## config.mk

```make
export PLATFORM = sky130hd
export DESIGN_NAME = draw_engine
export DESIGN_NICKNAME = d
export VERILOG_FILES = /design/src/design/raster_pkg.sv /design/src/design/draw_pkg.sv /design/src/design/draw_engine.sv
export SDC_FILE = /design/constraint.sdc
export NUM_CORES = 1
export LEC_CHECK = 0
export BUFFER_PORTS_ARGS = -buffer_cell sky130_fd_sc_hd__buf_2
export CAP_MARGIN = 40
export CORE_MARGIN = 2
export CORE_UTILIZATION = 22
export CTS_CLUSTER_DIAMETER = 100
export DETAILED_ROUTE_END_ITERATION = 7
export PLACE_DENSITY = 0.84
export SETUP_SLACK_MARGIN = 0.15
export SYNTH_ARGS = -nofsm -noshare
export SYNTH_HDL_FRONTEND = slang
export SYNTH_SLANG_ARGS = --single-unit
```

## constraint.sdc

```tcl
create_clock -name clk -period 1.5 [get_ports clk]
set_clock_uncertainty 0.05 [all_clocks]
set_input_delay 0.3 -clock clk [delete_from_list [all_inputs] [get_ports clk]]
set_output_delay 0.3 -clock clk [all_outputs]
set_load 0.05 [all_outputs]
```

## src/design/raster_pkg.sv

```systemverilog
`default_nettype none

package raster_pkg;

	// Horizontal position on the raster, up to 256 columns.
	typedef logic [7:0] coord_x_t;

	// Vertical position on the raster, up to 128 rows.
	typedef logic [6:0] coord_y_t;

	// 3-bit RGB, one bit per gun.
	typedef logic [2:0] colour_t;

	// One plotted pixel as it travels from a generator to the frame buffer.
	typedef struct packed {
		coord_x_t x;
		coord_y_t y;
		colour_t  colour;
	} pixel_t;

endpackage

`default_nettype wire

```

## src/design/draw_pkg.sv

```systemverilog
`default_nettype none

package draw_pkg;

	// Drawing operations accepted from the host.
	typedef enum logic {
		OP_CLEAR  = 1'b0, // Fill whole screen.
		OP_CIRCLE = 1'b1  // Circle outline.
	} draw_op_t;

	// Centre and radius are ignored by OP_CLEAR.
	typedef struct packed {
		draw_op_t             op;
		raster_pkg::colour_t  colour;
		raster_pkg::coord_x_t centre_x;
		raster_pkg::coord_y_t centre_y;
		raster_pkg::coord_x_t radius;
	} draw_cmd_t;

endpackage

`default_nettype wire

```

## src/design/draw_engine.sv

```systemverilog
`timescale 1ns/1ps
`default_nettype none

module draw_engine (
	input  logic                clk,
	input  logic                rst_n,
	input  draw_pkg::draw_cmd_t cmd,
	input  logic                req,
	output logic                ack,
	output logic                fill_start,
	output logic                circ_start,
	input  logic                fill_done,
	input  logic                circ_done,
	input  raster_pkg::pixel_t  fill_pixel,
	input  raster_pkg::pixel_t  circ_pixel,
	input  logic                fill_plot,
	input  logic                circ_plot,
	output raster_pkg::pixel_t  wr_pixel,
	output logic                wr_en
);

	typedef enum logic [1:0] {
		IDLE,
		DRAWING,
		ACKED
	} state_t;

	state_t             state;
	draw_pkg::draw_op_t op_q; // Opcode of the command in progress.
	logic               is_clear;
	logic               gen_done;

	assign is_clear = (op_q == draw_pkg::OP_CLEAR);
	assign gen_done = is_clear ? fill_done : circ_done;

	// Start is held through the ack phase so done stays up.
	assign fill_start = (state != IDLE) && is_clear;
	assign circ_start = (state != IDLE) && !is_clear;
	assign ack = (state == ACKED);

	// Idle generator never plots.
	assign wr_pixel = is_clear ? fill_pixel : circ_pixel;
	assign wr_en = is_clear ? fill_plot : circ_plot;

	always_ff @(posedge clk or negedge rst_n) begin
		if (!rst_n) begin
			state <= IDLE;
			op_q  <= draw_pkg::OP_CLEAR;
		end else begin
			case (state)
				IDLE: begin
					if (req) begin
						op_q  <= cmd.op;
						state <= DRAWING;
					end
				end
				DRAWING: begin
					if (gen_done) state <= ACKED;
				end
				ACKED: begin
					if (!req) state <= IDLE; // Four-phase return to zero.
				end
				default: state <= IDLE;
			endcase
		end
	end

endmodule

`default_nettype wire

```

* Yosys cells after proc, flatten, opt, wreduce, memory -nomap -nowiden *
Cells that the tools add are included.

storage, ports and cells
  flip-flop bits (word level) = 3
  input port bits = 70
  word-level logic and storage cells = 21

operators by class
  equality and inequality tests = 5
  multiplexer cells = 7
  bitwise gates (word level) = 1
  reductions and logical operators = 6

operators with widths
  kind                                                             number
  18-bit two-way mux                                               1
  2-bit two-way mux                                                3
  2-bit inequality test, second input constant                     3
  2-bit case mux with 3 select lines                               1
  3-bit AND reduction                                              1
  2-bit by 1-bit == test with 1-bit output, second input constant  1
  2-bit == test, second input constant                             1
  1-bit logical AND                                                2
  2-bit zero test                                                  1
  1-bit two-way mux                                                2
  2-bit AND reduction                                              1
  2-bit nonzero test                                               1
  1-bit inverter                                                   1

* Depth between registers and ports, before layout *
  depth in word-level cells = 3
  gate-level depth with buffers = 2
  gate-level depth less buffers = 2

* Worst setup path before layout *
No wires, ideal clock.

  path type = reg2out
  start point = register op_q
  end point = output port circ_start
  arrival time = 1.340 ns
  required time = 1.150 ns
  setup slack = -0.190 ns
  stages on the path, launching flop included = 3
  path through = dfrtp_1 buf_2 nor2b_1

on the way
  word-level cells in the longest chain between the ends = 1

ends and longest elaborated chain
  element                 RTL line           source
  start, declared         draw_engine.sv:29  draw_pkg::draw_op_t op_q;
  start signal, assigned  draw_engine.sv:48  op_q <= draw_pkg::OP_CLEAR;
  start signal, assigned  draw_engine.sv:53  op_q <= cmd.op;
  1-bit logical AND       draw_engine.sv:38  assign circ_start = (state != IDLE) && !is_clear;
  end, declared           draw_engine.sv:11  output logic circ_start,

Every way passes these cells.

==> out/metrics.yaml <==
layout_commonest_cell: "buf_2"
m1WireLength_microns: 556
cts_made_buffers: 3
r2r_cells: 2
min_period_ns: 1.65
arrival_ns: 1.30
leakagePower_nw: 0.499
grt_pass1_wl_microns: 2080
area_growth_pct: 145
dp.final_hpwl_microns: 1240
htree_levels: 1
r2r-start: "state[0]"
end_kind: "primary output"
die_w_microns: 45.9
n_fill_cell: 153
crit_required_ns: 1.15
most-common-layout-cells: "buf_2, buf_6, mux2_2"
yosys-top-cells-area: "mux2_2, dfrtp_1, mux2_1, mux2_4, nor2b_1"
routedWlPerCell_microns: 13.2
cts_tree: "yes"
worst_pin_slew_ns: 0.183
cts.sinks: 3
r2r_setup_slack_ns: 0.21
grtUsageTotal_pct: 13.6
clk_pin_slew_ns: 0.04
status: "complete, but fails checks"
root_buffer: "clkbuf_4"
synth-seq-area-share_pct: 19.5
overflow: 0
yosysUniqueCellTypes: 12
grt_max_degree: 24
cellPowerDensity_mw_per_mm2: 2350
hold_end: "op_q"
num_io_pins: 92
num_rows: 15
rr_endpoint: "op_q"
avgSynthCellArea_sq_um: 11.0
top_signal_layer_used: "met4"
fin_total_pwr_mw: 2.22
grt_pass1_vias: 523
syn-instance-count: 35
wl_met3_microns: 231
max_cap_violations: 0
fmax_mhz: 607
setup_viol: 19
vias: 564
core_sq_mm: 0.00169
post-route-period-util_pct: 110
grt_antenna_before_repair: 0
peakVddDrop_v: 0.000968
hold_class: "in -> reg"
synth_fp_nets: 105
place.gp.congestion: 0.706
ant_nets: 0
critPathKind: "reg -> out"
rsz0062_at_grt: "true"
failed_checks: "setup timing"
slew_headroom_pct: 87.8
die_h_microns: 45.9
cp_slowest_stage_delay_ns: 0.37
worst-path-max-fanout: 23
crit_chain: "buf_12 -> mux2_2 -> buf_6"
drc: 0
nets: 177
min_path_cells: 2
cts.path.max_buffers: 2
slew_violations: 0
portBuffers: 65
yosysTopAreaCell: "mux2_2"
worstSkewPairLatency_ns: 0.23
layout-drive-gt1-share_pct: 89.6
synth-seq-cells: 3
fin_area_sq_um: 943
fin_ws_ns: -0.148
wl_met2_microns: 821
crit_slowest_cell: "mux2_2"
routed_wl_microns: 1620
start_util_pct: 22.8
routed_via_density: 4.59
drt_pass1_iterations: 2
fp.dieArea_sq_mm: 0.00210
diodes: 0
finalHoldViolations: 0
yosysTopAreaCellShare_pct: 49.7
fin_tns_setup_ns: -2.55
yosysWarnings: 0
first_iter_violations: 3
synth_area_sq_um: 385
start_kind: "flip-flop"
min-delay-start: "cmd[26]"
placed_area_sq_um: 752
## report_power, final
| part | internal (mW) | total (mW) | switching (mW) | leakage, nW |
|---|---|---|---|---|
| combinational | 0.814 | 1.91 | 1.10 | 0.446 |
| sequential | 0.123 | 0.170 | 0.0473 | 0.0372 |
| clock | 0.0998 | 0.143 | 0.0428 | 0.0150 |
| total | 1.04 | 2.22 | 1.19 | 0.499 |
## cells in the mapped netlist
| cell type | number |
|---|---|
| nor2b_1 | 2 |
| or3b_4 | 1 |
| dfrtp_1 | 3 |
| mux2_2 | 17 |
| and2b_1 | 1 |
| or2b_1 | 1 |
| a22o_1 | 1 |
| mux2_4 | 1 |
| buf_2 | 2 |
| nor2_1 | 2 |
| o21ai_0 | 1 |
| mux2_1 | 3 |
## metrics by stage
| step | std cells | util, % | setup slack, ns | hold slack, ns |
|---|---|---|---|---|
| after detailed placement | 116 | 44.5 | 0.0530 | 0.0459 |
| after global placement | 116 | 44.5 | 0.0610 | 0.0437 |
| after floorplan | 35 | - | 0.0690 | -0.0456 |
| after global routing | 123 | 55.9 | -0.181 | 0.261 |
| after CTS | 122 | 55.4 | -0.147 | 0.254 |
| final | 123 | 55.9 | -0.148 | 0.251 |
## sequential cells by signal, summed over array words and instances, names as in the netlist
register  count
state         2
op_q          1
## layer usage
| layer | global-route usage [%] | vias up |
|---|---|---|
| li1 | - | 270 |
| met3 | 4.76 | 2 |
| met5 | 0 | - |
| met2 | 27.2 | 45 |
| met1 | 12.0 | 247 |
| met4 | 5.14 | 0 |
## how the worst max path moves through the flow
stage | start | endpoint | slack, ns | cells after the start
after global placement | op_q | wr_pixel[16] | 0.06 | 3
after global routing | op_q | wr_pixel[16] | -0.18 | 3
after CTS | op_q | wr_pixel[16] | -0.15 | 3
after floorplan | op_q | wr_pixel[0] | 0.07 | 2
after detailed placement | op_q | wr_pixel[16] | 0.05 | 3
final | op_q | wr_pixel[16] | -0.15 | 3
## critical path: cells and delay by family (launching register included)
family | cells | cell delay [ns]
multiplexers | 1 | 0.37
flip-flops | 1 | 0.36
buffers and inverters | 2 | 0.34
## final cells by class
cell class                 instances  area, sq um  share of cell area (%)
sequential                         3         75.1                    7.96
timing repair buffer              69          508                    53.8
tap                               17         21.3                    2.25
clock buffer                       4         26.3                    2.79
multi-input combinational         30          313                    33.2
## logic make-up (layout without fill, tap and decap cells)
| logic type | after synthesis | after routing | share of synthesized area (%) |
|---|---|---|---|
| multiplexers | 21 | 21 | 62.3 |
| AND/OR/NAND/NOR | 7 | 7 | 12.0 |
| flip-flops | 3 | 3 | 19.5 |
| AO/OA/AOI/OAI | 2 | 2 | 3.57 |
| buffers and inverters | 2 | 73 | 2.60 |
## timing repair
item,CTS,global route
endpoints found under the setup margin,22,22
setup buffers,1,1
resized for setup,45,0
hold buffers,1,0
endpoints found under the hold margin,3,0
Note: power is estimated with default switching activity, not from simulation.
