File: src/design/raster_pkg.sv
`default_nettype none

package raster_pkg;

	// Horizontal position on the raster, up to 256 columns.
	typedef logic [7:0] coord_x_t;

	// Vertical position on the raster, up to 128 rows.
	typedef logic [6:0] coord_y_t;

	// 3-bit RGB, one bit per gun.
	typedef logic [2:0] colour_t;

	// One plotted pixel as it travels from a generator to the frame buffer.
	typedef struct packed {
		coord_x_t x;
		coord_y_t y;
		colour_t  colour;
	} pixel_t;

endpackage

`default_nettype wire

File: src/design/circle_raster.sv
`timescale 1ns/1ps
`default_nettype none

module circle_raster #(
	parameter int SCREEN_W = 160,
	parameter int SCREEN_H = 120
) (
	input  logic                 clk,
	input  logic                 rst_n,
	input  logic                 start,
	input  raster_pkg::colour_t  colour,
	input  raster_pkg::coord_x_t centre_x,
	input  raster_pkg::coord_y_t centre_y,
	input  raster_pkg::coord_x_t radius,
	output logic                 done,
	output raster_pkg::pixel_t   pixel,
	output logic                 plot
);

	typedef enum logic [3:0] {
		IDLE,
		OCT1,
		OCT2,
		OCT3,
		OCT4,
		OCT5,
		OCT6,
		OCT7,
		OCT8,
		FINISHED
	} state_t;

	state_t state;

	// Offsets are signed so that radius 0 steps x below zero and ends the sweep.
	logic signed [9:0]  off_x;
	logic signed [9:0]  off_y;
	logic signed [11:0] crit;

	logic signed [9:0]  cx;
	logic signed [9:0]  cy;
	logic signed [9:0]  px;
	logic signed [9:0]  py;
	logic signed [9:0]  nx;
	logic signed [9:0]  ny;
	logic signed [11:0] nx_w;
	logic signed [11:0] ny_w;
	logic               on_screen;

	assign cx = $signed({2'b00, centre_x});
	assign cy = $signed({3'b000, centre_y});
	assign nx = off_x - 10'sd1;
	assign ny = off_y + 10'sd1;
	assign nx_w = {{2{nx[9]}}, nx};
	assign ny_w = {{2{ny[9]}}, ny};

	// Mirror the current offset pair into the octant of this cycle.
	always_comb begin
		px = cx;
		py = cy;
		case (state)
			OCT1: begin px = cx + off_x; py = cy + off_y; end
			OCT2: begin px = cx + off_y; py = cy + off_x; end
			OCT3: begin px = cx - off_y; py = cy + off_x; end
			OCT4: begin px = cx - off_x; py = cy + off_y; end
			OCT5: begin px = cx - off_x; py = cy - off_y; end
			OCT6: begin px = cx - off_y; py = cy - off_x; end
			OCT7: begin px = cx + off_y; py = cy - off_x; end
			OCT8: begin px = cx + off_x; py = cy - off_y; end
			default: ;
		endcase
	end

	assign on_screen = (px >= 10'sd0) && (px < SCREEN_W) && (py >= 10'sd0) && (py < SCREEN_H);

	assign plot = (state != IDLE) && (state != FINISHED) && on_screen && (off_y <= off_x);
	assign done = (state == FINISHED);
	assign pixel = '{x: px[7:0], y: py[6:0], colour: colour};

	always_ff @(posedge clk or negedge rst_n) begin
		if (!rst_n) begin
			state <= IDLE;
		end else if (!start) begin
			state <= IDLE; // Abort from anywhere.
		end else begin
			case (state)
				IDLE: state <= OCT1;
				OCT1: state <= (off_y <= off_x) ? OCT2 : FINISHED;
				OCT2: state <= OCT3;
				OCT3: state <= OCT4;
				OCT4: state <= OCT5;
				OCT5: state <= OCT6;
				OCT6: state <= OCT7;
				OCT7: state <= OCT8;
				OCT8: state <= OCT1;
				FINISHED: state <= FINISHED; // Held until start drops.
				default: state <= IDLE;
			endcase
		end
	end

	// Midpoint step, using the already advanced offsets.
	always_ff @(posedge clk) begin
		if (state == IDLE) begin
			off_x <= $signed({2'b00, radius});
			off_y <= '0;
			crit  <= 12'sd1 - $signed({4'b0000, radius});
		end else if (state == OCT8) begin
			off_y <= ny;
			if (crit < 12'sd1) begin
				crit <= crit + (ny_w <<< 1) + 12'sd1;
			end else begin
				off_x <= nx;
				crit  <= crit + ((ny_w - nx_w) <<< 1) + 12'sd1;
			end
		end
	end

endmodule

`default_nettype wire

File: config.mk
export PLATFORM = sky130hd
export DESIGN_NAME = circle_raster
export DESIGN_NICKNAME = d
export VERILOG_FILES = /design/src/design/raster_pkg.sv /design/src/design/circle_raster.sv
export SDC_FILE = /design/constraint.sdc
export NUM_CORES = 1
export LEC_CHECK = 0
export ABC_AREA = 1
export BUFFER_PORTS_ARGS = -buffer_cell sky130_fd_sc_hd__buf_4
export CORE_MARGIN = 5
export CORE_UTILIZATION = 50
export DETAILED_ROUTE_END_ITERATION = 10
export PLACE_DENSITY_LB_ADDON = 0.08
export SLEW_MARGIN = 20
export SYNTH_ARGS = -nofsm -noshare
export SYNTH_HDL_FRONTEND = slang
export SYNTH_SLANG_ARGS = --single-unit
File: constraint.sdc
create_clock -name clk -period 5.35 [get_ports clk]
set_input_delay 0.2675 -clock clk [delete_from_list [all_inputs] [get_ports clk]]
set_output_delay 0.2675 -clock clk [all_outputs]
set_load 0.02 [all_outputs]
Word level (Yosys, flattened, before mapping). Cells that the tools add are included.

Equality and inequality tests: 11. Multiplexer cells: 11. Add/subtract/negate cells: 16. Multipliers: 0. Reduce and logical (&&, ||, !) cells: 20. Div/mod/pow operators: 0. $lt $le $gt $ge: 6. Bitwise gates (word level): 1. Shift operators: 0.

Operator list (number): one-hot mux 10 bit (4 select lines) (2); 2-to-1 mux 12 bit (3); one-hot mux 4 bit (9 select lines) (1); adder 12 x 2 -> 12 bit, second input constant (2); 2-to-1 mux 8 bit (3); adder 8 x 10 -> 10 bit (2); adder 9 x 10 -> 10 bit (2); >= comparator 10 x 1 -> 1 bit, second input constant (2); subtractor 8 x 10 -> 10 bit (2); subtractor 9 x 10 -> 10 bit (2); OR reduction 2 bit (9); == test 4 x 3 -> 1 bit, second input constant (4); adder 12 x 11 -> 12 bit (1); adder 12 bit (1); less-than comparator 12 x 2 -> 1 bit, second input constant (1); subtractor 10 x 10 -> 11 bit (1); adder 10 x 2 -> 10 bit, second input constant (1); <= comparator 10 bit (1); less-than comparator 10 x 8 -> 1 bit, second input constant (1); less-than comparator 10 x 9 -> 1 bit, second input constant (1); subtractor 10 x 2 -> 10 bit, second input constant (1); subtractor 1 x 8 -> 9 bit, first input constant (1); == test 4 x 2 -> 1 bit, second input constant (2); == test 4 bit, second input constant (2); other kinds (10) (17).

Logic and storage cells: 70. Output and inout bits: 20. Register bits after elaboration: 36. Bits of input ports: 29. Bits in latches: 0. Memories: 0. Bits in writable memories: 0. ROM bits: 0.

Logic depth before layout (Yosys ltp).
Depth after elaboration: 9. Mapped depth: 26. Gate-level depth less buffers: 26.

Worst setup path before layout. OpenSTA, ideal clock, no wires.

Kind: reg2reg. Start point: reg off_y[0]. End point: reg crit[10], data pin. Cell stages (with the launch flop): 25. Path slack: 1.846 ns. Clock period less this slack: 3.504 ns. Required time: 5.084 ns. Data arrival time: 3.238 ns. Cell sequence: dfxtp_1 inv_2 nor3_1 nand2_1 nor2_1 nand3_1 xor2_1 inv_1 ha_1 nand2_1 inv_1 a21oi_1 nand2_1 xnor2_1 inv_1 ha_1 inv_1 nor4_1 nand3_1 nand3_1 a21oi_1 o21ai_0 nand2_1 nand2_1 nand2_1.

Word-level cells in the longest chain between the ends: 7. Elaborated cells on any way between the ends: 9.

RTL lines: start, declared (RTL line circle_raster.sv:37) `logic signed [9:0] off_y;`; start signal, assigned (RTL line circle_raster.sv:109) `off_y <= ny;`; adder 10 x 2 -> 10 bit * (RTL line circle_raster.sv:53) `assign ny = off_y + 10'sd1;`; via ny[0] (RTL line circle_raster.sv:45) `logic signed [9:0] ny;`; subtractor 10 x 10 -> 11 bit (RTL line circle_raster.sv:114) `crit <= crit + ((ny_w - nx_w) <<< 1) + 12'sd1;`; adder 12 bit (RTL line circle_raster.sv:114); adder 12 x 2 -> 12 bit (RTL line circle_raster.sv:114); 2-to-1 mux 12 bit * (RTL line circle_raster.sv:110) `if (crit < 12'sd1) begin`; 2-to-1 mux 12 bit * (RTL line circle_raster.sv:108) `end else if (state == OCT8) begin`; 2-to-1 mux 12 bit * (RTL line circle_raster.sv:104) `if (state == IDLE) begin`; end signal, assigned (RTL line circle_raster.sv:107) `crit <= 12'sd1 - $signed({4'b0000, radius});`; end signal, assigned (RTL line circle_raster.sv:111) `crit <= crit + (ny_w <<< 1) + 12'sd1;`; end signal, assigned (RTL line circle_raster.sv:114); end, declared (RTL line circle_raster.sv:38) `logic signed [11:0] crit;`.

The timed path passes the listed nets; every way through them passes the cells marked *. The select of a mux whose other input is x is not followed. A chain may end at the register's enable or synchronous reset.

Worst setup path in the final report.
Start point: reg state[0]. End point: out plot.

Word-level cells in the longest chain between the ends: 9. Elaborated cells on any way between the ends: 30.

RTL lines: start, declared (RTL line circle_raster.sv:33) `state_t state;`; start signal, assigned (RTL line circle_raster.sv:88) `OCT1: state <= (off_y <= off_x) ? OCT2 : FINISHED;`; == test 4 bit, or another cell as far along (RTL line circle_raster.sv:61) `case (state)`; OR reduction 2 bit (no source line); one-hot mux 10 bit (4 select lines) (RTL line circle_raster.sv:61); >= comparator 10 x 1 -> 1 bit / less-than comparator 10 x 9 -> 1 bit (equally long branches) (RTL line circle_raster.sv:74) `assign on_screen = (px >= 10'sd0) && (px < SCREEN_W) && (py >= 10'sd0) && (py < SCREEN_H);`; logical AND 1 bit (3 in a row) (RTL line circle_raster.sv:74); logical AND 1 bit * (2 in a row) (RTL line circle_raster.sv:76) `assign plot = (state != IDLE) && (state != FINISHED) && on_screen && (off_y <= off_x);`; end, declared (RTL line circle_raster.sv:17) `output logic plot`.

Every way passes the cells marked *; elsewhere a longest branch is shown, timed or not.

==> out/summary.txt <==
Bufs on Longest Clock Path: 2
Share of cells above drive strength 1: 8.876%
Max capacitance violation total: 0
Number of global-route vias before repair: 5757
Min Tclk post-route: 4.253 ns
IO Count: 49
Via density per instance: 5.630
TritonRoute pass-1 iters: 5
Total Routing Usage GR: 26.63%
Final Core Density: 56.54%
Initial antenna violation count: 0
Min-delay worst type: input port to register
Sink Count: 36
R2R depth: 24
Post-synth EDFFs: 20
Nets: 982
Synthesized cell area: 5335 sq um
GRT Residual Overflow: 0
Synth warnings: 0
CTS buffer count: 5
Hold path depth: 3
Synth Register Bits: 36
Status: finished clean
Clk_skew: 0.01166 ns
Top FF cell, synth: edfxtp_1
First-pass GRT wire length: 27440 microns
Asr flop ratio synth: 11.11%
Worst path arrival time: 3.99 ns
TritonCTS clock tree: built
Crit. End Element: primary output
Dominant cell type by area after synthesis: nand2_1
Avg Cell Area, Syn: 6.269 sq um
Reg clk slew, reported paths: 0.08 ns
Crit path max fanout: 14
Startpoint types: register
Yosys top cell area share: 15.62%
Setup TNS Final: 0 ns
RD Place Congestion: 1.006
Slew headroom: 33.83%
Fin crit share: 79.49%
RSZ-0062 raised after global routing: no
DP HPWL: 14210 microns
Largest net degree at the start of global routing: 22
Initial Utilization: 51.45%
Sequential-to-total area share from yosys stat: 17.64%
Fin. Hold Viols: 0
# rows: 37
Fmax achieved: 235.1 MHz
Routed Antenna Nets: 0
Final setup viols: 0
Fin. max-slew vios: 0
Antenna diodes: 0
Area grow syn2layout: 9.897%
Least-Margin Pin Slew: 0.9860 ns
WS Path Type: register to primary output
Setup repair bufs after CTS: 0
H-tree levels: 2
DIE AREA: 12840 sq um
Cts hold-fix bufs: 1
Resize count post-CTS: 0
Commonest cells after routing, fill and taps aside: 222 x nand2_1, 117 x inv_1, 68 x o21ai_0
Die W: 113.3 microns
I/O Buffers: 42
WP data required: 5.08 ns
Core area: 10370 sq um
Routed len/inst: 16.69 microns
Top cells by area, synth: nand2_1 16%, ha_1 14%, edfxtp_1 11%
Clk_lat worst skew: 0.31 ns
DRT Wirelength: 17120 microns
Hold WS: 0.2545 ns
Die height: 113.3 microns
Initial DRC count: 467
Vias after detailed routing: 5776
Yosys cell types: 42
Post-route DRC: 0
Cells after Synth: 851
Root Buffer: clkbuf_8
Post-Syn Nets: 944
Commonest non-fill, non-tap cell in the layout: nand2_1
## critical path: stages (launching register included)
cell and delay, ns:
dfrtp_1 0.44, nor2_2 0.30, nand2_2 0.34, nand2_4 0.21, inv_4 0.09, nand2_4 0.11, inv_2 0.09, a221o_1 0.32
ha_1 0.37, a21oi_1 0.23, nand2_1 0.14, nand3_1 0.09, nand2_1 0.07, or2_2 0.27, nand3_1 0.07, nand2_1 0.08
nand2_1 0.07, nand3_1 0.07, a21oi_1 0.13, buf_4 0.16
## layout make-up
class	count	area (sq um)
Timing Repair Buffer	45	340.3
Fill cell	1082	4507
Inverter	126	475.5
Sequential cell	36	940.9
Tap cell	136	170.2
Multi-Input combinational cell	675	3849
Clock inverter	3	18.77
Clock buffer	5	68.82
## per-layer routing
metal	GRT usage, %	share of wire [%]	vias up
met5	0	0	-
met3	2.406	4.9	54
met2	49.21	50	187
met1	29.72	40	2618
li1	-	-	2917
met4	14.98	5.1	0
## kinds of logic (layout without fill, tap and decap cells)
group,after synthesis,count (layout),synth area share [%]
fa+ha+maj,64,64,15.71
buf+inv,140,179,10.23
flops,36,36,17.64
compound gates,174,174,18.15
xor+xnor,38,38,6.238
simple gates,399,399,32.04
## state kept, by name, summed over array words and instances, names as in the netlist
register and count:
crit 12, off_x 10, off_y 10, state 4
## synthesized netlist by cell type (7+ instances only)
cell type  count
nor2_1        61
xor2_1        26
o22ai_1       19
dfxtp_1       12
o21ai_0       69
xnor2_1       12
a21oi_1       56
nor3_1         7
inv_1        117
nand3_1       67
nand2_1      222
edfxtp_1      20
ha_1          59
nand4_1       14
## through the flow
stage          instance area [sq um]  instances  worst slack (ns)
6_report                        5863       1026             1.097
5_1_grt                         5863       1026            0.6993
4_1_cts                         5863       1026             1.132
3_5_place_dp                    5766       1017             1.178
3_3_place_gp                    5766       1017             1.298
2_1_floorplan                   5335        851             1.846
## path summary, 6_finish.rpt
check                           slack, ns  endpoint  startpoint
worst min register to register       0.63  off_x[8]    off_x[8]
worst min-delay path                 0.25  state[2]       start
worst max register to register       1.13  crit[11]    off_y[0]
worst max-delay path                 1.10      plot    state[0]
min in group asynchronous            0.28  state[3]       rst_n
max in group asynchronous            4.97  state[0]       rst_n
Power is not shown: default switching activity piles up to over one toggle a cycle in this logic, so the estimate is an artifact.
