`config.mk`:
```
export PLATFORM = sky130hd
export DESIGN_NAME = screen_fill
export DESIGN_NICKNAME = d
export VERILOG_FILES = /design/src/design/raster_pkg.sv /design/src/design/screen_fill.sv
export SDC_FILE = /design/constraint.sdc
export NUM_CORES = 1
export LEC_CHECK = 0
export ABC_AREA = 1
export BUFFER_PORTS_ARGS = -buffer_cell sky130_fd_sc_hd__clkbuf_2
export CORE_MARGIN = 4
export CORE_UTILIZATION = 36
export DETAILED_ROUTE_END_ITERATION = 6
export HOLD_SLACK_MARGIN = 0.1
export MAX_ROUTING_LAYER = met4
export SYNTH_ARGS = -nofsm -noshare
export SYNTH_HDL_FRONTEND = slang
export SYNTH_SLANG_ARGS = --single-unit
```
`constraint.sdc`:
```
create_clock -name clk -period 1.3 [get_ports clk]
set_input_delay 0.26 -clock clk [delete_from_list [all_inputs] [get_ports clk]]
set_output_delay 0.26 -clock clk [all_outputs]
set_load 0.005 [all_outputs]
```
`src/design/raster_pkg.sv`:
```
`default_nettype none

package raster_pkg;

	// Horizontal position on the raster, up to 256 columns.
	typedef logic [7:0] coord_x_t;

	// Vertical position on the raster, up to 128 rows.
	typedef logic [6:0] coord_y_t;

	// 3-bit RGB, one bit per gun.
	typedef logic [2:0] colour_t;

	// One plotted pixel as it travels from a generator to the frame buffer.
	typedef struct packed {
		coord_x_t x;
		coord_y_t y;
		colour_t  colour;
	} pixel_t;

endpackage

`default_nettype wire

```
`src/design/screen_fill.sv`:
```
`timescale 1ns/1ps
`default_nettype none

module screen_fill #(
	parameter int SCREEN_W = 160,
	parameter int SCREEN_H = 120
) (
	input  logic                clk,
	input  logic                rst_n,
	input  logic                start,
	input  raster_pkg::colour_t colour,
	output logic                done,
	output raster_pkg::pixel_t  pixel,
	output logic                plot
);

	typedef enum logic [1:0] {
		IDLE,
		SWEEP,
		FINISHED
	} state_t;

	state_t               state;
	raster_pkg::coord_x_t x_cnt;
	raster_pkg::coord_y_t y_cnt;
	logic                 last_col;
	logic                 last_row;

	assign last_col = (x_cnt == raster_pkg::coord_x_t'(SCREEN_W - 1));
	assign last_row = (y_cnt == raster_pkg::coord_y_t'(SCREEN_H - 1));

	assign plot = (state == SWEEP);
	assign done = (state == FINISHED);
	assign pixel = '{x: x_cnt, y: y_cnt, colour: colour};

	always_ff @(posedge clk or negedge rst_n) begin
		if (!rst_n) begin
			state <= IDLE;
			x_cnt <= '0;
			y_cnt <= '0;
		end else if (!start) begin
			state <= IDLE;
			x_cnt <= '0;
			y_cnt <= '0;
		end else begin
			case (state)
				IDLE: state <= SWEEP;
				SWEEP: begin
					if (last_col) begin
						x_cnt <= '0;
						if (last_row) state <= FINISHED;
						else y_cnt <= y_cnt + 1'b1; // Next row.
					end else begin
						x_cnt <= x_cnt + 1'b1;
					end
				end
				FINISHED: state <= FINISHED;
				default: state <= IDLE;
			endcase
		end
	end

endmodule

`default_nettype wire

```
* After elaboration in Yosys (flattened, before gate mapping) *
Cells that the tools add are included.

storage, ports and cells
  register bits = 17
  input bits = 6
  output and inout bits = 20
  logic and storage cells = 28

operators by class
  add/subtract/negate cells = 2
  eq/ne operators = 9
  multiplexer cells = 11
  reduce and logical (&&, ||, !) cells = 3

operators by type and width
  cell                 count
  $mux 7               4
  $mux 8               3
  $add 8x1->8 const B  1
  $eq 8x8->1 const B   1
  $add 7x1->7 const B  1
  $eq 7x7->1 const B   1
  $mux 2               3
  $ne 3x2->1 const B   2
  $pmux 2 s3           1
  $ne 2x1->1 const B   2
  $reduce_and 3->1     1
  $eq 2x1->1 const B   1
  $eq 2x2->1 const B   1
  $logic_not 2->1      1
  $ne 2x2->1 const B   1
  $reduce_and 2->1     1

* Longest topological paths before layout *
Gate-level depths: netlist (run 1).

  depth in word-level cells = 5
  gate-level depth with buffers = 9
  depth with buffers taken out = 9

* Worst setup path after synthesis (run 1) *
No wires, ideal clock.

  kind = reg2reg
  start point = register y_cnt[0]
  end point = register y_cnt[6]
  library setup time = 0.114 ns
  arrival time = 1.200 ns
  setup slack = -0.015 ns
  cell stages (with the launch flop) = 10
  buffers on the path = 0
  cells stage by stage = dfrtp_1 -> ha_1 -> nand2_1 -> nor2_1 -> nand2_1 -> nand2_1 -> nor2_4 -> nand2_1 -> inv_1 -> nor2_1

on the way
  longest elaborated chain between the ends = 5
  elaborated cells on any way between the ends = 8

ends and longest elaborated chain
  element                 RTL line           text
  from (decl)             screen_fill.sv:25  raster_pkg::coord_y_t y_cnt;
  from (signal assigned)  screen_fill.sv:52  else y_cnt <= y_cnt + 1'b1;
  $add 7x1->7             screen_fill.sv:52
  $mux 7                  screen_fill.sv:51  if (last_row) state <= FINISHED;
  $mux 7                  screen_fill.sv:49  if (last_col) begin
  $mux 7                  screen_fill.sv:46  case (state)
  $mux 7                  screen_fill.sv:41  end else if (!start) begin

Several ways; a longest one is shown, not always the timed one. The select of a mux whose other input is x is not followed.
A chain may end at the register's enable or synchronous reset.

* Worst setup path after layout (run 1) *
  start point = register x_cnt[0]
  end point = register y_cnt[6]

on the way
  longest elaborated chain between the ends = 3

ends and longest elaborated chain
  element                            RTL line           text
  from (decl)                        screen_fill.sv:24  raster_pkg::coord_x_t x_cnt;
  from (signal assigned)             screen_fill.sv:54  x_cnt <= x_cnt + 1'b1;
  $eq 8x8->1                         screen_fill.sv:29  assign last_col = (x_cnt == raster_pkg::coord_x_t'(SCREEN_W - 1));
  $ne 2x1->1 (no source line)        n/a
  $reduce_and 3->1 (no source line)  n/a

No other way between the ends.

==> impl_metrics.yaml, run 1 <==
critical_path:
  worst_path_dominant_cell_family: "simple AND/OR/NAND/NOR gates"
  crit_path_start: "x_cnt[0]"
  slowest_stage: "sky130_fd_sc_hd__dfrtp_1"
  cp_cell_sequence: "ha_4 -> nand2_4 -> nor2_4 -> nand2_4 -> nor2_4 -> nand2_1 -> inv_1 -> nor2_1"
  critical_path_maximum_fanout: 7
  reg2reg_from: "x_cnt[0]"
  worstSetupEndpointType: "register"
  path_class: "register to register"
  path_buf_inv: 1
  critPathMaxStageDelay_ns: 0.41
  worst-endpoint-arrival_ns: 1.53
  cp-start-kind: "register"
  crit_required_ns: 1.50
clocking:
  number_of_buffers_created_by_cts: 3
  clk-insertion-delay-late_ns: 0.30
  tritoncts: "yes"
  cts.path.max_buffers: 2
  cts_htree_levels: 1
  cts.root.buffer_cell: "sky130_fd_sc_hd__clkbuf_4"
  cts.sinks: 17
  cts.reportedPaths.clkPinSlew_ns: 0.11
grt:
  antenna_found_initial: 0
  grt.overflow.total: 0
  gr-usage-all-layers_pct: 14.6
  grt_pass1_wl_um: 4020
  vias_in_the_first_global_route: 967
  grt_start_max_net_pins: 18
synth:
  yosys.cell_types.count: 23
  synth-seq-cells: 17
  mappedNetlistNets: 145
  yosys_warnings: 0
  cell_type_contributing_the_most_total_cell_area_after_synthesis: "sky130_fd_sc_hd__dfrtp_1"
  yosys.area.top_type_share_pct: 40.6
  synth_cells: 134
  mapped_avg_cell_area_sq_um: 7.82
  synth_area_leaders: "sky130_fd_sc_hd__dfrtp_1, sky130_fd_sc_hd__nand2_1, sky130_fd_sc_hd__nand3_1"
  seq_total_area_yosys_pct: 40.6
  synthesis.area_sq_mm: 0.00105
sta:
  slew_headroom_pct: 69.9
  setup_viol: 5
  fin_hold_ws_ns: 0.362
  fin_ws_ns: -0.0373
  final.period_utilization_pct: 103
  skew_ns: 0.0133
  timing.fmax_ghz: 0.748
  final_max_slew_viol_count: 0
  rsz0062_at_grt: "true"
  hold_viol_final: 0
  timing_worst_slew_pin_value_ns: 0.452
  min_period_ns: 1.34
route:
  viasPerCell: 4.82
  initialDrtViolationCount: 22
  ant_nets: 0
  vias: 1017
  route.detailed.drc: 0
  pre_antenna_drt_iters: 4
  drt_wl_total_um: 2530
  routedWlPerCell_um: 12.0
finish:
  fillCellCount: 279
  final_cell_mix: "sky130_fd_sc_hd__nand2_1, sky130_fd_sc_hd__buf_4, sky130_fd_sc_hd__clkbuf_2"
  fin_nets: 192
  layout-drive-gt1-share_pct: 44.4
  insertedDiodeCount: 0
  layout_overhead_on_the_synthesized_area_pct: 46.3
  multiInputGateArea_sq_um: 634
  layout.cells.most_common: "sky130_fd_sc_hd__nand2_1"
  regArea_sq_um: 428
placement:
  place.gp.congestion: 0.828
  placement.io_buffers: 19
  detailed_placement_hpwl_um: 1710
  pre_cts_ws_ns: -0.114
die:
  initial_utilization_pct: 37.7
  die_area_sq_mm: 0.00384
  row_count: 19
  die-width_um: 62.0
  design.core.area_sq_mm: 0.00278
  chipHeight_um: 62.0
  io_pins: 26
power:
  vdd_ir_drop_max_mv: 0.819
  p_leak_nw: 0.800
  power_density_mw_per_mm2: 1080
hold_path:
  hold_path_class: "input port to register"
  hp-start: "start"
status:
  failing_checks: "setup timing"
  run_status: "finished, violations left"
run:
  drv_cap: 0
[cells in the mapped netlist (all sizes together)]
library cell   n
inv           16
o21bai         1
ha             5
o22ai          1
a22o           1
buf            5
nor2          11
xor2           5
nor3           1
nand3b         3
o21ai         10
dfrtp         17
nand2         40
nand4          1
nand3         16
xnor2          1
[cells by family after synthesis]
group | count (synthesis) | share of synthesized area, %
DFF | 17 | 40.6
xor gates and xnor gates | 6 | 5.01
buffers and inverters | 21 | 8.83
and+or+nand+nor | 72 | 32.7
AOI/OAI and AO/OA | 13 | 6.92
adders and majority gates | 5 | 5.97
[tightest hold or removal path, stage by stage]
cell,delay [ns]
sky130_fd_sc_hd__clkbuf_2,0.11
sky130_fd_sc_hd__nand2_1,0.09
sky130_fd_sc_hd__buf_4,0.11
sky130_fd_sc_hd__o22ai_2,0.06
[final cells by class]
cell class                      instances  share of cell area, %
Sequential cell                        17                   27.9
Inverter                               16                   3.92
Timing Repair Buffer                   47                   22.5
Clock buffer                            3                   1.47
Multi-Input combinational cell         96                   41.4
Tap cell                               31                   2.53
Clock inverter                          1                  0.326
[final timing paths]
kind / end / slack (ns) / cells past startpoint
worst min register to register: x_cnt[7] / 0.57 / 2
worst min-delay path: x_cnt[3] / 0.36 / 4
min in group asynchronous: x_cnt[2] / 0.42 / 2
max in group asynchronous: state[0] / 0.55 / 2
worst max register to register: y_cnt[6] / -0.04 / 8
worst max-delay path: y_cnt[6] / -0.04 / 8
[sequential cells by signal, summed over array words and instances (netlist names)]
| register | count |
|---|---|
| y_cnt | 7 |
| state | 2 |
| x_cnt | 8 |
[power by group]
part	switching [W]	leakage (nW)	internal [W]	total (W)
Combinational	0.000354	0.550	0.000371	0.000725
Sequential	0.0000566	0.232	0.000582	0.000638
Clock	0.000182	0.0177	0.000115	0.000296
Total	0.000592	0.800	0.00107	0.00166
[layer usage]
| metal | GRT usage [%] | vias up | wire length, um |
|---|---|---|---|
| met4 | 4.24 | 0 | 41 |
| met1 | 17.1 | 470 | 1130 |
| li1 | - | 521 | - |
| met2 | 24.0 | 20 | 1230 |
| met5 | - | - | 0 |
| met3 | 4.55 | 6 | 123 |
[stage by stage]
step / setup TNS [ns] / total power (W) / cell area (sq um) / cells / utilization, %
final: -0.0999 / 0.00166 / 1530 / 211 / 55.2
after CTS: -0.121 / 0.00146 / 1400 / 205 / 50.2
after global placement: -0.120 / 0.00105 / 1290 / 197 / 46.3
after floorplan: 0 / 0.000883 / 1050 / 134 / -
after global routing: -0.905 / 0.00177 / 1530 / 211 / 55.2
after detailed placement: -0.678 / 0.00106 / 1290 / 197 / 46.3
[what timing repair did]
action,in CTS,in global routing
gates resized for setup,13,23
endpoints found under the hold margin,17,0
hold buffers,1,0
cloned,0,0
pin swaps,9,8
buffers inserted,3,6
endpoints found under the setup margin,11,15
Note: power is estimated with default switching activity, not from simulation.
==> run 2, diff against run 1 <==
==> constraint.sdc (replaced) <==
create_clock -name clk -period 1.3 [get_ports clk]
set_input_delay 0.26 -clock clk [delete_from_list [all_inputs] [get_ports clk]]
set_output_delay 0.26 -clock clk [all_outputs]
set_load 0.01 [all_outputs]
==> impl_metrics.yaml, run 2 (synthesis results as in run 1) <==
power:
  power_w: 0.00156
  p_leak_nw: 0.780
  vdd_ir_drop_max_mv: 0.955
  power_density_mw_per_mm2: 1050
sta:
  final_max_slew_viol_count: 0
  hold_viol_final: 0
  final.period_utilization_pct: 104
  timing.fmax_ghz: 0.737
  rsz0062_at_grt: "true"
  fin_ws_ns: -0.0565
  skew_ns: 0.00715
  timing_worst_slew_pin_value_ns: 0.447
  setup_viol: 11
  min_period_ns: 1.36
  slew_headroom_pct: 70.2
  fin_hold_ws_ns: 0.393
critical_path:
  cp-start-kind: "register"
  worstSetupEndpointType: "output pin"
  path_class: "register to output pin"
  worst-endpoint-arrival_ns: 1.10
  crit_required_ns: 1.04
  critical_path_maximum_fanout: 3
die:
  row_count: 19
  chipHeight_um: 62.0
  die_area_sq_mm: 0.00384
  die-width_um: 62.0
  initial_utilization_pct: 37.7
  io_pins: 26
  design.core.area_sq_mm: 0.00278
finish:
  top_register: "x_cnt"
  insertedDiodeCount: 0
  top_regs: "x_cnt x8, y_cnt x7, state x2"
  layout_overhead_on_the_synthesized_area_pct: 41.2
  regArea_sq_um: 425
  finish.utilization_pct: 53.2
  final_cell_mix: "sky130_fd_sc_hd__nand2_1, sky130_fd_sc_hd__buf_4, sky130_fd_sc_hd__clkbuf_2"
  fillCellCount: 268
  layout-drive-gt1-share_pct: 39.7
  flip_flop_count_of_the_largest_register_all_copies_and_words_added: 8
  fin_nets: 191
  layout.cells.most_common: "sky130_fd_sc_hd__nand2_1"
  multiInputGateArea_sq_um: 622
clocking:
  cts_htree_levels: 1
  cts.path.max_buffers: 2
  cts.root.buffer_cell: "sky130_fd_sc_hd__clkbuf_4"
  cts.sinks: 17
  tritoncts: "yes"
  clk-insertion-delay-late_ns: 0.30
  cts.reportedPaths.clkPinSlew_ns: 0.10
  number_of_buffers_created_by_cts: 3
run:
  drv_cap: 0
route:
  viasPerCell: 4.70
  initialDrtViolationCount: 31
  drt_wl_total_um: 2370
  vias: 986
  route.detailed.drc: 0
  ant_nets: 0
  pre_antenna_drt_iters: 4
  routedWlPerCell_um: 11.3
grt:
  antenna_found_initial: 0
  vias_in_the_first_global_route: 982
  gr-usage-all-layers_pct: 14.7
  grt_start_max_net_pins: 18
  grt.overflow.total: 0
  grt_pass1_wl_um: 4090
status:
  run_status: "finished, violations left"
  failing_checks: "setup timing"
hold_path:
  hold_path_class: "input port to register"
placement:
  placement.io_buffers: 19
  place.gp.congestion: 0.833
  detailed_placement_hpwl_um: 1700
[run 2: changes by cell type in the layout (fill, tap and decap cells not counted), sizes merged]
| cell | previous run | this run |
|---|---|---|
| clkbuf | 21 | 22 |
| clkinv | 1 | 0 |
| buf | 28 | 27 |
[run 2: timing repair]
item / 4_1_cts / 5_1_grt
setup buffers: 5 / 5
hold endpoints to repair: 17 / 0
resized for setup: 7 / 18
pin swaps: 4 / 13
setup endpoints to repair: 16 / 16
hold buffers: 1 / 0
[run 2: area by class of cell]
type | instances | share of cell area [%]
tap | 31 | 2.62
multi-input combinational | 96 | 42.0
clock buffer | 4 | 1.78
inverter | 16 | 4.06
timing repair buffer | 46 | 20.8
sequential | 17 | 28.7
[run 2: layer usage]
metal / routed length (um) / global-route usage [%]
met5: 0 / -
met4: 5 / 5.45
met3: 95 / 2.48
met2: 1140 / 23.1
met1: 1130 / 18.8
[run 2: worst max-delay path, cell delays in order (launching register included)]
cell and delay [ns]:
sky130_fd_sc_hd__dfrtp_1 0.45, sky130_fd_sc_hd__inv_2 0.08, sky130_fd_sc_hd__ha_4 0.15, sky130_fd_sc_hd__clkbuf_2 0.11
[run 2: final timing paths]
check                          from       end  slack, ns  depth (start not counted)
hold / removal                start  x_cnt[4]       0.39                          4
min in group asynchronous     rst_n  x_cnt[4]       0.42                          2
setup / recovery           state[0]      done      -0.06                          3
hold reg to reg            x_cnt[7]  x_cnt[7]       0.56                          2
max in group asynchronous     rst_n  state[1]       0.56                          2
setup reg to reg           y_cnt[0]  y_cnt[6]      -0.06                          9
[run 2: where the power goes]
part | total (W) | switching, W | internal [W]
sequential | 0.000638 | 0.0000591 | 0.000579
combinational | 0.000633 | 0.000338 | 0.000295
clock | 0.000289 | 0.000170 | 0.000120
total | 0.00156 | 0.000567 | 0.000994
[run 2: stage by stage]
stage / TNS, ns / setup slack [ns] / instances / area (sq um)
2_1_floorplan: -0.151 / -0.0230 / 134 / 1060
3_3_place_gp: -0.285 / -0.0496 / 196 / 1280
3_5_place_dp: -0.563 / -0.0792 / 196 / 1280
4_1_cts: -0.130 / -0.0494 / 206 / 1390
5_1_grt: -1.21 / -0.137 / 210 / 1480
6_report: -0.297 / -0.0565 / 210 / 1480
